<file path="src/source/mpf_req_pkg.sv">
/*
 * Memory shim request definitions. Widths, request structs and the
 * default buffer sizing shared by the request path
 */

`default_nettype none

package mpf_req_pkg;

    // ==================================================
    // Field widths
    // ==================================================

    // Byte address of a request
    parameter int ADDR_BITS = 32;
    // Running tag, wraps modulo 256
    parameter int TAG_BITS = 8;
    // Write payload
    parameter int DATA_BITS = 64;

    typedef logic [ADDR_BITS-1:0] t_req_addr;
    typedef logic [TAG_BITS-1:0]  t_req_tag;
    typedef logic [DATA_BITS-1:0] t_req_data;

    // ==================================================
    // Request formats
    // ==================================================

    // Read request on channel 0, 40 bits
    typedef struct packed {
        t_req_addr addr;
        t_req_tag  tag;
    } t_c0_req;

    // Write request on channel 1, 104 bits
    typedef struct packed {
        t_req_addr addr;
        t_req_tag  tag;
        t_req_data data;
    } t_c1_req;

    // Almost full rises with this many free slots or fewer
    parameter int DEFAULT_THRESHOLD = 2;
    // Slots in each request FIFO
    parameter int DEFAULT_N_ENTRIES = 8;

endpackage

`default_nettype wire

</file>
<file path="src/source/req_fifo.sv">
/*
 * Request FIFO. Circular buffer over any entry type with an almost-full
 * level taken from the free slots and an optional empty-FIFO bypass
 */

`default_nettype none

module req_fifo
#(
    parameter type T_ENTRY       = logic,
    parameter int  N_ENTRIES     = mpf_req_pkg::DEFAULT_N_ENTRIES,
    parameter int  THRESHOLD     = mpf_req_pkg::DEFAULT_THRESHOLD,
    parameter bit  ENABLE_BYPASS = 1'b0
)
(
    input  wire logic   clk,
    input  wire logic   reset,

    input  wire logic   enq_en,
    input  wire T_ENTRY enq_data,

    input  wire logic   deq_en,
    output T_ENTRY      first,
    output logic        not_empty,

    output logic        almost_full
);

    localparam int PTR_W = (N_ENTRIES > 1) ? $clog2(N_ENTRIES) : 1;
    localparam int CNT_W = $clog2(N_ENTRIES + 1);

    // Storage, the slot at rd_ptr is the head
    T_ENTRY mem [N_ENTRIES];

    logic [PTR_W-1:0] rd_ptr;
    logic [PTR_W-1:0] wr_ptr;
    logic [CNT_W-1:0] count;
    logic [CNT_W-1:0] free_entries;

    logic empty;
    logic full;
    logic bypass_hit;
    logic store_en;
    logic take_en;

    // Pointers step around the ring, depth need not be a power of two
    function automatic logic [PTR_W-1:0] ptr_inc(input logic [PTR_W-1:0] ptr);
        ptr_inc = (ptr == PTR_W'(N_ENTRIES - 1)) ? '0 : ptr + 1'b1;
    endfunction

    assign empty = (count == '0);
    assign full  = (count == CNT_W'(N_ENTRIES));

    // An entry arriving at an empty FIFO and consumed in the same cycle
    // never touches the storage when bypass is on
    assign bypass_hit = ENABLE_BYPASS && empty && enq_en && deq_en;
    assign store_en   = enq_en && !bypass_hit;
    assign take_en    = deq_en && !empty;

    // The incoming entry counts as a head only on the bypass path
    assign not_empty = !empty || (ENABLE_BYPASS && enq_en);

    always_comb
    begin
        if (ENABLE_BYPASS && empty)
        begin
            first = enq_data;
        end
        else
        begin
            first = mem[rd_ptr];
        end
    end

    // Almost full depends on registered state only, so there is no
    // combinational path from the dequeue side back to the producer
    assign free_entries = CNT_W'(N_ENTRIES) - count;
    assign almost_full  = (free_entries <= CNT_W'(THRESHOLD));

    always_ff @(posedge clk)
    begin
        if (store_en)
        begin
            mem[wr_ptr] <= enq_data;
        end
    end

    always_ff @(posedge clk)
    begin
        if (reset)
        begin
            rd_ptr <= '0;
            wr_ptr <= '0;
            count  <= '0;
        end
        else
        begin
            if (store_en)
                wr_ptr <= ptr_inc(wr_ptr);
            if (take_en)
                rd_ptr <= ptr_inc(rd_ptr);
            count <= count + CNT_W'(store_en) - CNT_W'(take_en);
        end
    end

    // A full FIFO accepts a new entry only while its head leaves
    enq_not_full: assert property (@(posedge clk) disable iff (reset)
        enq_en && full |-> deq_en)
        else $error("req_fifo: enqueue into a full FIFO");

    // Consumers must wait for a stored or bypassed head
    deq_not_empty: assert property (@(posedge clk) disable iff (reset)
        deq_en |-> not_empty)
        else $error("req_fifo: dequeue with no head present");

endmodule

`default_nettype wire

</file>
<file path="src/source/afu_req_tagger.sv">
/*
 * Request tagger. Registers the accelerator read and write strobes and
 * stamps every accepted request from one shared running tag
 */

`default_nettype none

module afu_req_tagger
(
    input  wire logic                   clk,
    input  wire logic                   reset,

    // Accelerator side, one request per high cycle of a strobe
    input  wire logic                   rd_req,
    input  wire mpf_req_pkg::t_req_addr rd_addr,
    input  wire logic                   wr_req,
    input  wire mpf_req_pkg::t_req_addr wr_addr,
    input  wire mpf_req_pkg::t_req_data wr_data,

    // Tagged requests toward the buffer, valid for one cycle
    output logic                        c0_valid,
    output mpf_req_pkg::t_c0_req        c0_req,
    output logic                        c1_valid,
    output mpf_req_pkg::t_c1_req        c1_req
);

    // Next tag to hand out, shared by both channels
    mpf_req_pkg::t_req_tag tag_cnt;

    // ==================================================
    // Tag counter
    // ==================================================

    // Reads take the current value and writes the one after, so the
    // counter moves by the number of strobes seen this cycle
    always_ff @(posedge clk)
    begin
        if (reset)
        begin
            tag_cnt  <= '0;
            c0_valid <= 1'b0;
            c1_valid <= 1'b0;
        end
        else
        begin
            tag_cnt  <= tag_cnt + mpf_req_pkg::t_req_tag'(rd_req)
                                + mpf_req_pkg::t_req_tag'(wr_req);
            c0_valid <= rd_req;
            c1_valid <= wr_req;
        end
    end

    // ==================================================
    // Payload registers
    // ==================================================

    // Payload is only meaningful alongside its valid, so it loads freely
    always_ff @(posedge clk)
    begin
        c0_req.addr <= rd_addr;
        c0_req.tag  <= tag_cnt;

        // A write sharing the cycle with a read takes the following tag
        c1_req.addr <= wr_addr;
        c1_req.tag  <= tag_cnt + mpf_req_pkg::t_req_tag'(rd_req);
        c1_req.data <= wr_data;
    end

endmodule

`default_nettype wire

</file>
<file path="src/source/afu_req_buffer.sv">
/*
 * Request buffer shim. Holds reads and writes in separate FIFOs, each with
 * its own almost-full level. Heads leave only on an explicit dequeue
 */

`default_nettype none

module afu_req_buffer
#(
    // Almost full rises with THRESHOLD or fewer free slots
    parameter int N_ENTRIES        = mpf_req_pkg::DEFAULT_N_ENTRIES,
    parameter int THRESHOLD        = mpf_req_pkg::DEFAULT_THRESHOLD,

    // Lets an incoming read skip an empty FIFO when taken at once
    parameter bit ENABLE_C0_BYPASS = 1'b0
)
(
    input  wire logic                 clk,
    input  wire logic                 reset,

    // Tagged requests from the producer
    input  wire logic                 c0_valid,
    input  wire mpf_req_pkg::t_c0_req c0_req,
    input  wire logic                 c1_valid,
    input  wire mpf_req_pkg::t_c1_req c1_req,

    // Explicit dequeue of each head by the consumer
    input  wire logic                 c0_deq,
    input  wire logic                 c1_deq,

    output logic                      c0_head_valid,
    output mpf_req_pkg::t_c0_req      c0_head,
    output logic                      c1_head_valid,
    output mpf_req_pkg::t_c1_req      c1_head,

    // Back-pressure toward the accelerator, from registered counts only
    output logic                      c0_almost_full,
    output logic                      c1_almost_full
);

    // ==================================================
    // Channel 0, reads
    // ==================================================

    // With bypass on, a read arriving at an empty FIFO is offered as the
    // head in the same cycle. If the arbiter takes it right away it is
    // never written, otherwise it lands in the FIFO as usual
    req_fifo
    #(
        .T_ENTRY       (mpf_req_pkg::t_c0_req),
        .N_ENTRIES     (N_ENTRIES),
        .THRESHOLD     (THRESHOLD),
        .ENABLE_BYPASS (ENABLE_C0_BYPASS)
    )
    c0_fifo
    (
        .clk         (clk),
        .reset       (reset),
        .enq_en      (c0_valid),
        .enq_data    (c0_req),
        .deq_en      (c0_deq),
        .first       (c0_head),
        .not_empty   (c0_head_valid),
        .almost_full (c0_almost_full)
    );

    // ==================================================
    // Channel 1, writes
    // ==================================================

    // Writes always go through storage. They are less sensitive to latency
    // and a bypass mux on the wide data would cost more than it returns
    req_fifo
    #(
        .T_ENTRY       (mpf_req_pkg::t_c1_req),
        .N_ENTRIES     (N_ENTRIES),
        .THRESHOLD     (THRESHOLD),
        .ENABLE_BYPASS (1'b0)
    )
    c1_fifo
    (
        .clk         (clk),
        .reset       (reset),
        .enq_en      (c1_valid),
        .enq_data    (c1_req),
        .deq_en      (c1_deq),
        .first       (c1_head),
        .not_empty   (c1_head_valid),
        .almost_full (c1_almost_full)
    );

endmodule

`default_nettype wire

</file>
<file path="src/source/afu_req_arbiter.sv">
/*
 * Request arbiter. Takes the read and write heads round-robin while the
 * memory side is ready and registers one merged request per cycle
 */

`default_nettype none

module afu_req_arbiter
(
    input  wire logic                 clk,
    input  wire logic                 reset,

    // Heads of the two request FIFOs
    input  wire logic                 c0_head_valid,
    input  wire mpf_req_pkg::t_c0_req c0_head,
    input  wire logic                 c1_head_valid,
    input  wire mpf_req_pkg::t_c1_req c1_head,

    // Memory side can take a request this cycle
    input  wire logic                 fiu_ready,

    // Dequeue pulses back to the buffer
    output logic                      c0_deq,
    output logic                      c1_deq,

    // Merged request toward memory
    output logic                      out_valid,
    output logic                      out_is_write,
    output mpf_req_pkg::t_req_addr    out_addr,
    output mpf_req_pkg::t_req_tag     out_tag,
    output mpf_req_pkg::t_req_data    out_data
);

    // Set when the most recent grant went to writes
    logic last_grant_wr;

    // ==================================================
    // Round-robin choice
    // ==================================================

    // A lone head wins outright. With both present the channel that lost
    // last time goes first
    assign c0_deq = fiu_ready && c0_head_valid && (!c1_head_valid || last_grant_wr);
    assign c1_deq = fiu_ready && c1_head_valid && (!c0_head_valid || !last_grant_wr);

    always_ff @(posedge clk)
    begin
        if (reset)
        begin
            // Reads get the first turn after reset
            last_grant_wr <= 1'b1;
            out_valid     <= 1'b0;
        end
        else
        begin
            if (c0_deq)
                last_grant_wr <= 1'b0;
            else if (c1_deq)
                last_grant_wr <= 1'b1;
            out_valid <= c0_deq || c1_deq;
        end
    end

    // ==================================================
    // Merged request register
    // ==================================================

    always_ff @(posedge clk)
    begin
        if (c1_deq)
        begin
            out_is_write <= 1'b1;
            out_addr     <= c1_head.addr;
            out_tag      <= c1_head.tag;
            out_data     <= c1_head.data;
        end
        else if (c0_deq)
        begin
            // Reads carry no payload
            out_is_write <= 1'b0;
            out_addr     <= c0_head.addr;
            out_tag      <= c0_head.tag;
            out_data     <= '0;
        end
    end

    // One request per cycle toward memory
    one_deq: assert property (@(posedge clk) disable iff (reset) !(c0_deq && c1_deq))
        else $error("afu_req_arbiter: both channels dequeued in one cycle");

endmodule

`default_nettype wire

</file>
<file path="src/source/afu_req_path.sv">
/*
 * Request path top level. Tagger feeds the buffer shim and the arbiter
 * drains it toward the memory interface
 */

`default_nettype none

module afu_req_path
#(
    parameter int N_ENTRIES        = mpf_req_pkg::DEFAULT_N_ENTRIES,
    parameter int THRESHOLD        = mpf_req_pkg::DEFAULT_THRESHOLD,
    parameter bit ENABLE_C0_BYPASS = 1'b0
)
(
    input  wire logic                   clk,
    input  wire logic                   reset,

    // Accelerator request strobes
    input  wire logic                   rd_req,
    input  wire mpf_req_pkg::t_req_addr rd_addr,
    input  wire logic                   wr_req,
    input  wire mpf_req_pkg::t_req_addr wr_addr,
    input  wire mpf_req_pkg::t_req_data wr_data,
    input  wire logic                   fiu_ready,

    output logic                        c0_almost_full,
    output logic                        c1_almost_full,

    // Merged request toward memory
    output logic                        out_valid,
    output logic                        out_is_write,
    output mpf_req_pkg::t_req_addr      out_addr,
    output mpf_req_pkg::t_req_tag       out_tag,
    output mpf_req_pkg::t_req_data      out_data
);

    // Tagger to buffer
    logic                 c0_valid;
    mpf_req_pkg::t_c0_req c0_req;
    logic                 c1_valid;
    mpf_req_pkg::t_c1_req c1_req;

    // Buffer to arbiter and dequeue pulses back
    logic                 c0_head_valid;
    mpf_req_pkg::t_c0_req c0_head;
    logic                 c1_head_valid;
    mpf_req_pkg::t_c1_req c1_head;
    logic                 c0_deq;
    logic                 c1_deq;

    afu_req_tagger tagger
    (
        .clk, .reset, .rd_req, .rd_addr, .wr_req, .wr_addr, .wr_data,
        .c0_valid, .c0_req, .c1_valid, .c1_req
    );

    afu_req_buffer
    #(
        .N_ENTRIES        (N_ENTRIES),
        .THRESHOLD        (THRESHOLD),
        .ENABLE_C0_BYPASS (ENABLE_C0_BYPASS)
    )
    buffer
    (
        .clk, .reset, .c0_valid, .c0_req, .c1_valid, .c1_req, .c0_deq, .c1_deq,
        .c0_head_valid, .c0_head, .c1_head_valid, .c1_head,
        .c0_almost_full, .c1_almost_full
    );

    afu_req_arbiter arbiter
    (
        .clk, .reset, .c0_head_valid, .c0_head, .c1_head_valid, .c1_head,
        .fiu_ready, .c0_deq, .c1_deq,
        .out_valid, .out_is_write, .out_addr, .out_tag, .out_data
    );

endmodule

`default_nettype wire

</file>
<file path="config.mk">
export PLATFORM = sky130hd
export DESIGN_NAME = afu_req_path
export DESIGN_NICKNAME = d
export VERILOG_FILES = /design/src/source/mpf_req_pkg.sv /design/src/source/req_fifo.sv /design/src/source/afu_req_tagger.sv /design/src/source/afu_req_buffer.sv /design/src/source/afu_req_arbiter.sv /design/src/source/afu_req_path.sv
export SDC_FILE = /design/constraint.sdc
export NUM_CORES = 1
export LEC_CHECK = 0
export BUFFER_PORTS_ARGS = -buffer_cell sky130_fd_sc_hd__buf_4
export CAP_MARGIN = 5
export CORE_MARGIN = 2
export CORE_UTILIZATION = 55
export DETAILED_ROUTE_END_ITERATION = 16
export PLACE_DENSITY = 0.77
export SYNTH_ARGS = -nofsm -noshare
export SYNTH_HDL_FRONTEND = slang
export SYNTH_SLANG_ARGS = --single-unit
</file>
<file path="constraint.sdc">
create_clock -name clk -period 8.35 [get_ports clk]
set_input_delay 1.2525 -clock clk [delete_from_list [all_inputs] [get_ports clk]]
set_output_delay 1.2525 -clock clk [all_outputs]
set_load 0.02 [all_outputs]
</file>
==> results.md <==
- FF-to-FF setup slack: 5.04 ns
- Vias/cell: 5.93
- Clock Latency Late Sink: 0.75 ns
- H-tree depth: 4
- Status: complete, no violations
- Gpl congestion: 0.779
- Crit Reg-Reg Endpoint: buffer.c1_fifo.count[2]
- Initial Util: 55.5%
- Post-Route WL: 109000 um
- Worst path slowest cell: dfxtp_1
- 1st-iter DRT viols: 2209
- Worst-Margin Slew: 1.08 ns
- Setup Fix Bufs, Post-CTS: 0
- CP cell instances: inv_1, ha_1, nor2b_1, xnor2_1, a211oi_1, buf_4
- First-pass GRT wire length: 163000 um
- Routed vias: 23700
- Leak: 0.0194 uW
- Critical path type: reg -> out
- Tot GR Track Use: 22.9%
- Final WS setup: 4.92 ns
- Reg-to-Reg Start: buffer.c0_fifo.count[1]
- Deepest clock path buffer count: 3
- Ys Warns: 0
- Setup-failing EPs final: 0
- Fin nets: 2791
- Most common cell after layout, fill and taps aside: edfxtp_1
- Critical Path RT: 7.10 ns
- TritonCTS clock tree: done
- Part of the Yosys area used for sequential elements: 80.0%
- Unrepaired setup endpoints after global routing: false
- Setup crit end kind: output port
- Antenna violations before repair: 6
- IO Port Bufs: 240
- Clock tree root buffer cell: clkbuf_16
- Share of the synthesized area in the top cell type: 72.9%
- DRT Pass-1 Iters: 7
- Post-CTS resize count: 0
- TritonCTS Buffers: 140
- Setup_tns: 0 ns
- Final Non-Filler Cells: 4004
- Post-synthesis cell type count: 35
- Worst R2R Path Depth: 13
- Antenna Nets Post-Route: 0
- Critical path fanouts, max: 4
- Die footprint: 96500 um^2
- Synth Register Bits: 1439
- Worst min path class: reg -> reg
- Crit-path max cell delay: 0.40 ns
- Clock Skew: 0.0289 ns
- Worst path top cell family by delay: flip-flops
- Pin count of the biggest net entering global routing: 145
- WL/cell: 27.2 um
- P&R area growth vs syn: 15.4%
- Final cycle utilization of the critical path: 41.1%
- Hold_ws: 0.371 ns
- Max Cap Viol: 0
- Crit path buffers/inverters: 2
- CTS hold repair buffers: 0
- Placement Setup Slack: 4.67 ns
- Final Hold Viols: 0
- Power Dens Cells: 291 nW/um^2
- Rows: 112
- CTS sink count: 1439
- Hold EP: tagger.c0_req[0]
- Worst vdd ir: 0.000240 V
- Post-Syn Area: 51700 um^2
- Synth Net Count: 2478
- Core Footprint: 93200 um^2
- Setup crit start kind: register
- Synth top area cells: edfxtp_1 73%, mux4_2 13%, dfxtp_1 7.1%
- Cell taking the most area after synthesis: edfxtp_1
- Crit path time final: 3.43 ns
- Power Total: 17400 uW
- Crit path arrival time: 2.18 ns
- Mapped Cells: 2317
- Total grt overflow: 0
- Share of cells above drive strength 1: 29.0%
- Die Wd: 311 um
- Overall die height: 311 um
- DP Wirelength: 58300 um
- Fill cell count: 5989
- DRC Markers: 0
- Clock slew at reported path FFs: 0.06 ns
- Placed cell count: 3742
- Worst slew margin: 28.1%
- Commonest cells after routing, fill and taps aside: 1256 x edfxtp_1, 288 x mux4_2, 275 x buf_4
- Top Ports: 241
- Fin. max-slew vios: 0
- Max Fclk: 0.292 GHz
- Vias in the first global route: 25500
- Hold Crit Depth: 0
- Synthesized area per cell: 22.3 um^2
- Hold path startpoint: tagger.tag_cnt[0]
-- power by group --
part           leakage (uW)  switching (uW)  internal, uW
clock network       0.00227            2650          3710
registers            0.0131             347          8270
logic               0.00397            1340          1050
total                0.0194            4340         13000
-- state kept, by name, summed over array words and instances, names as in the netlist, 3 cells and up, named ones only --
name / flops
buffer.c0_fifo.wr_ptr: 3
buffer.c1_fifo.mem: 832
buffer.c1_fifo.rd_ptr: 3
buffer.c0_fifo.rd_ptr: 3
buffer.c0_fifo.count: 4
buffer.c0_fifo.mem: 320
tagger.c1_req: 104
buffer.c1_fifo.count: 4
tagger.c0_req: 40
arbiter.out_tag: 8
tagger.tag_cnt: 8
arbiter.out_data: 64
buffer.c1_fifo.wr_ptr: 3
arbiter.out_addr: 32
-- how the worst max path moves through the flow --
stage                                 start                  endpoint  depth (start not counted)
detailed placement                fiu_ready   buffer.c1_fifo.count[2]                         10
global placement                  fiu_ready   buffer.c1_fifo.count[2]                         10
CTS                 buffer.c1_fifo.count[1]            c1_almost_full                          6
global route        buffer.c0_fifo.count[1]            c0_almost_full                          6
floorplan                   tagger.c1_valid  buffer.c1_fifo.mem[0][0]                          2
finish              buffer.c1_fifo.count[1]            c1_almost_full                          6
-- per-stage QoR --
step                      area [um^2]  utilization [%]
final                           59700             64.0
after global routing            59700             64.0
after CTS                       59700             64.0
after detailed placement        55000             59.0
after global placement          55000             59.0
after floorplan                 51700                -
-- cells in the mapped netlist --
library cell  number
edfxtp_1        1256
mux4_2           288
dfxtp_1          183
mux2i_1          110
nor2_1           109
a21oi_1           55
nor2b_1           49
clkbuf_1          45
a211oi_1          42
buf_2             38
ha_1              26
nand2_1           23
inv_1             18
buf_4             17
xnor2_1           13
nand3_1            7
nand2b_1           6
buf_6              4
nor3_1             4
o21ai_0            3
or3_1              3
xor2_1             3
fa_1               2
o22ai_1            2
a21oi_2            1
a31oi_1            1
and3_1             1
and3_4             1
and4_2             1
buf_1              1
clkbuf_8           1
nand4_1            1
o21a_1             1
xnor2_4            1
xor2_2             1
-- layer usage --
metal	global-route usage, %	up-vias	part of all wire (%)
met4	6.70	10	2.3
met3	4.57	193	7.1
met5	0	-	0.057
met1	30.7	12500	39
met2	38.4	917	51
li1	-	10100	-
-- kinds of logic (layout without fill, tap and decap cells) --
logic type      after synthesis  count (layout)  share of synthesized area [%]
xor+xnor                     18              18                          0.356
compound gates              105             105                           1.24
buf+inv                     124             555                           1.19
fa+ha+maj                    28              28                          0.706
other cells                   0               2                              0
mux                         398             398                           14.7
flops                      1439            1439                           80.0
simple gates                205             205                           1.83
-- area by class of cell --
cell class              instances  area [um^2]  share of cell area, %
clock buffers                 199         3920                   6.57
diodes                          2         5.00                0.00839
inverters                      18         67.6                  0.113
multi-input cells             754         9850                   16.5
clock inverters                61          746                   1.25
flip-flops and latches       1439        41400                   69.4
well taps                    1254         1570                   2.63
repair buffers                277         2100                   3.53
Power figures use the tool's default switching activity.
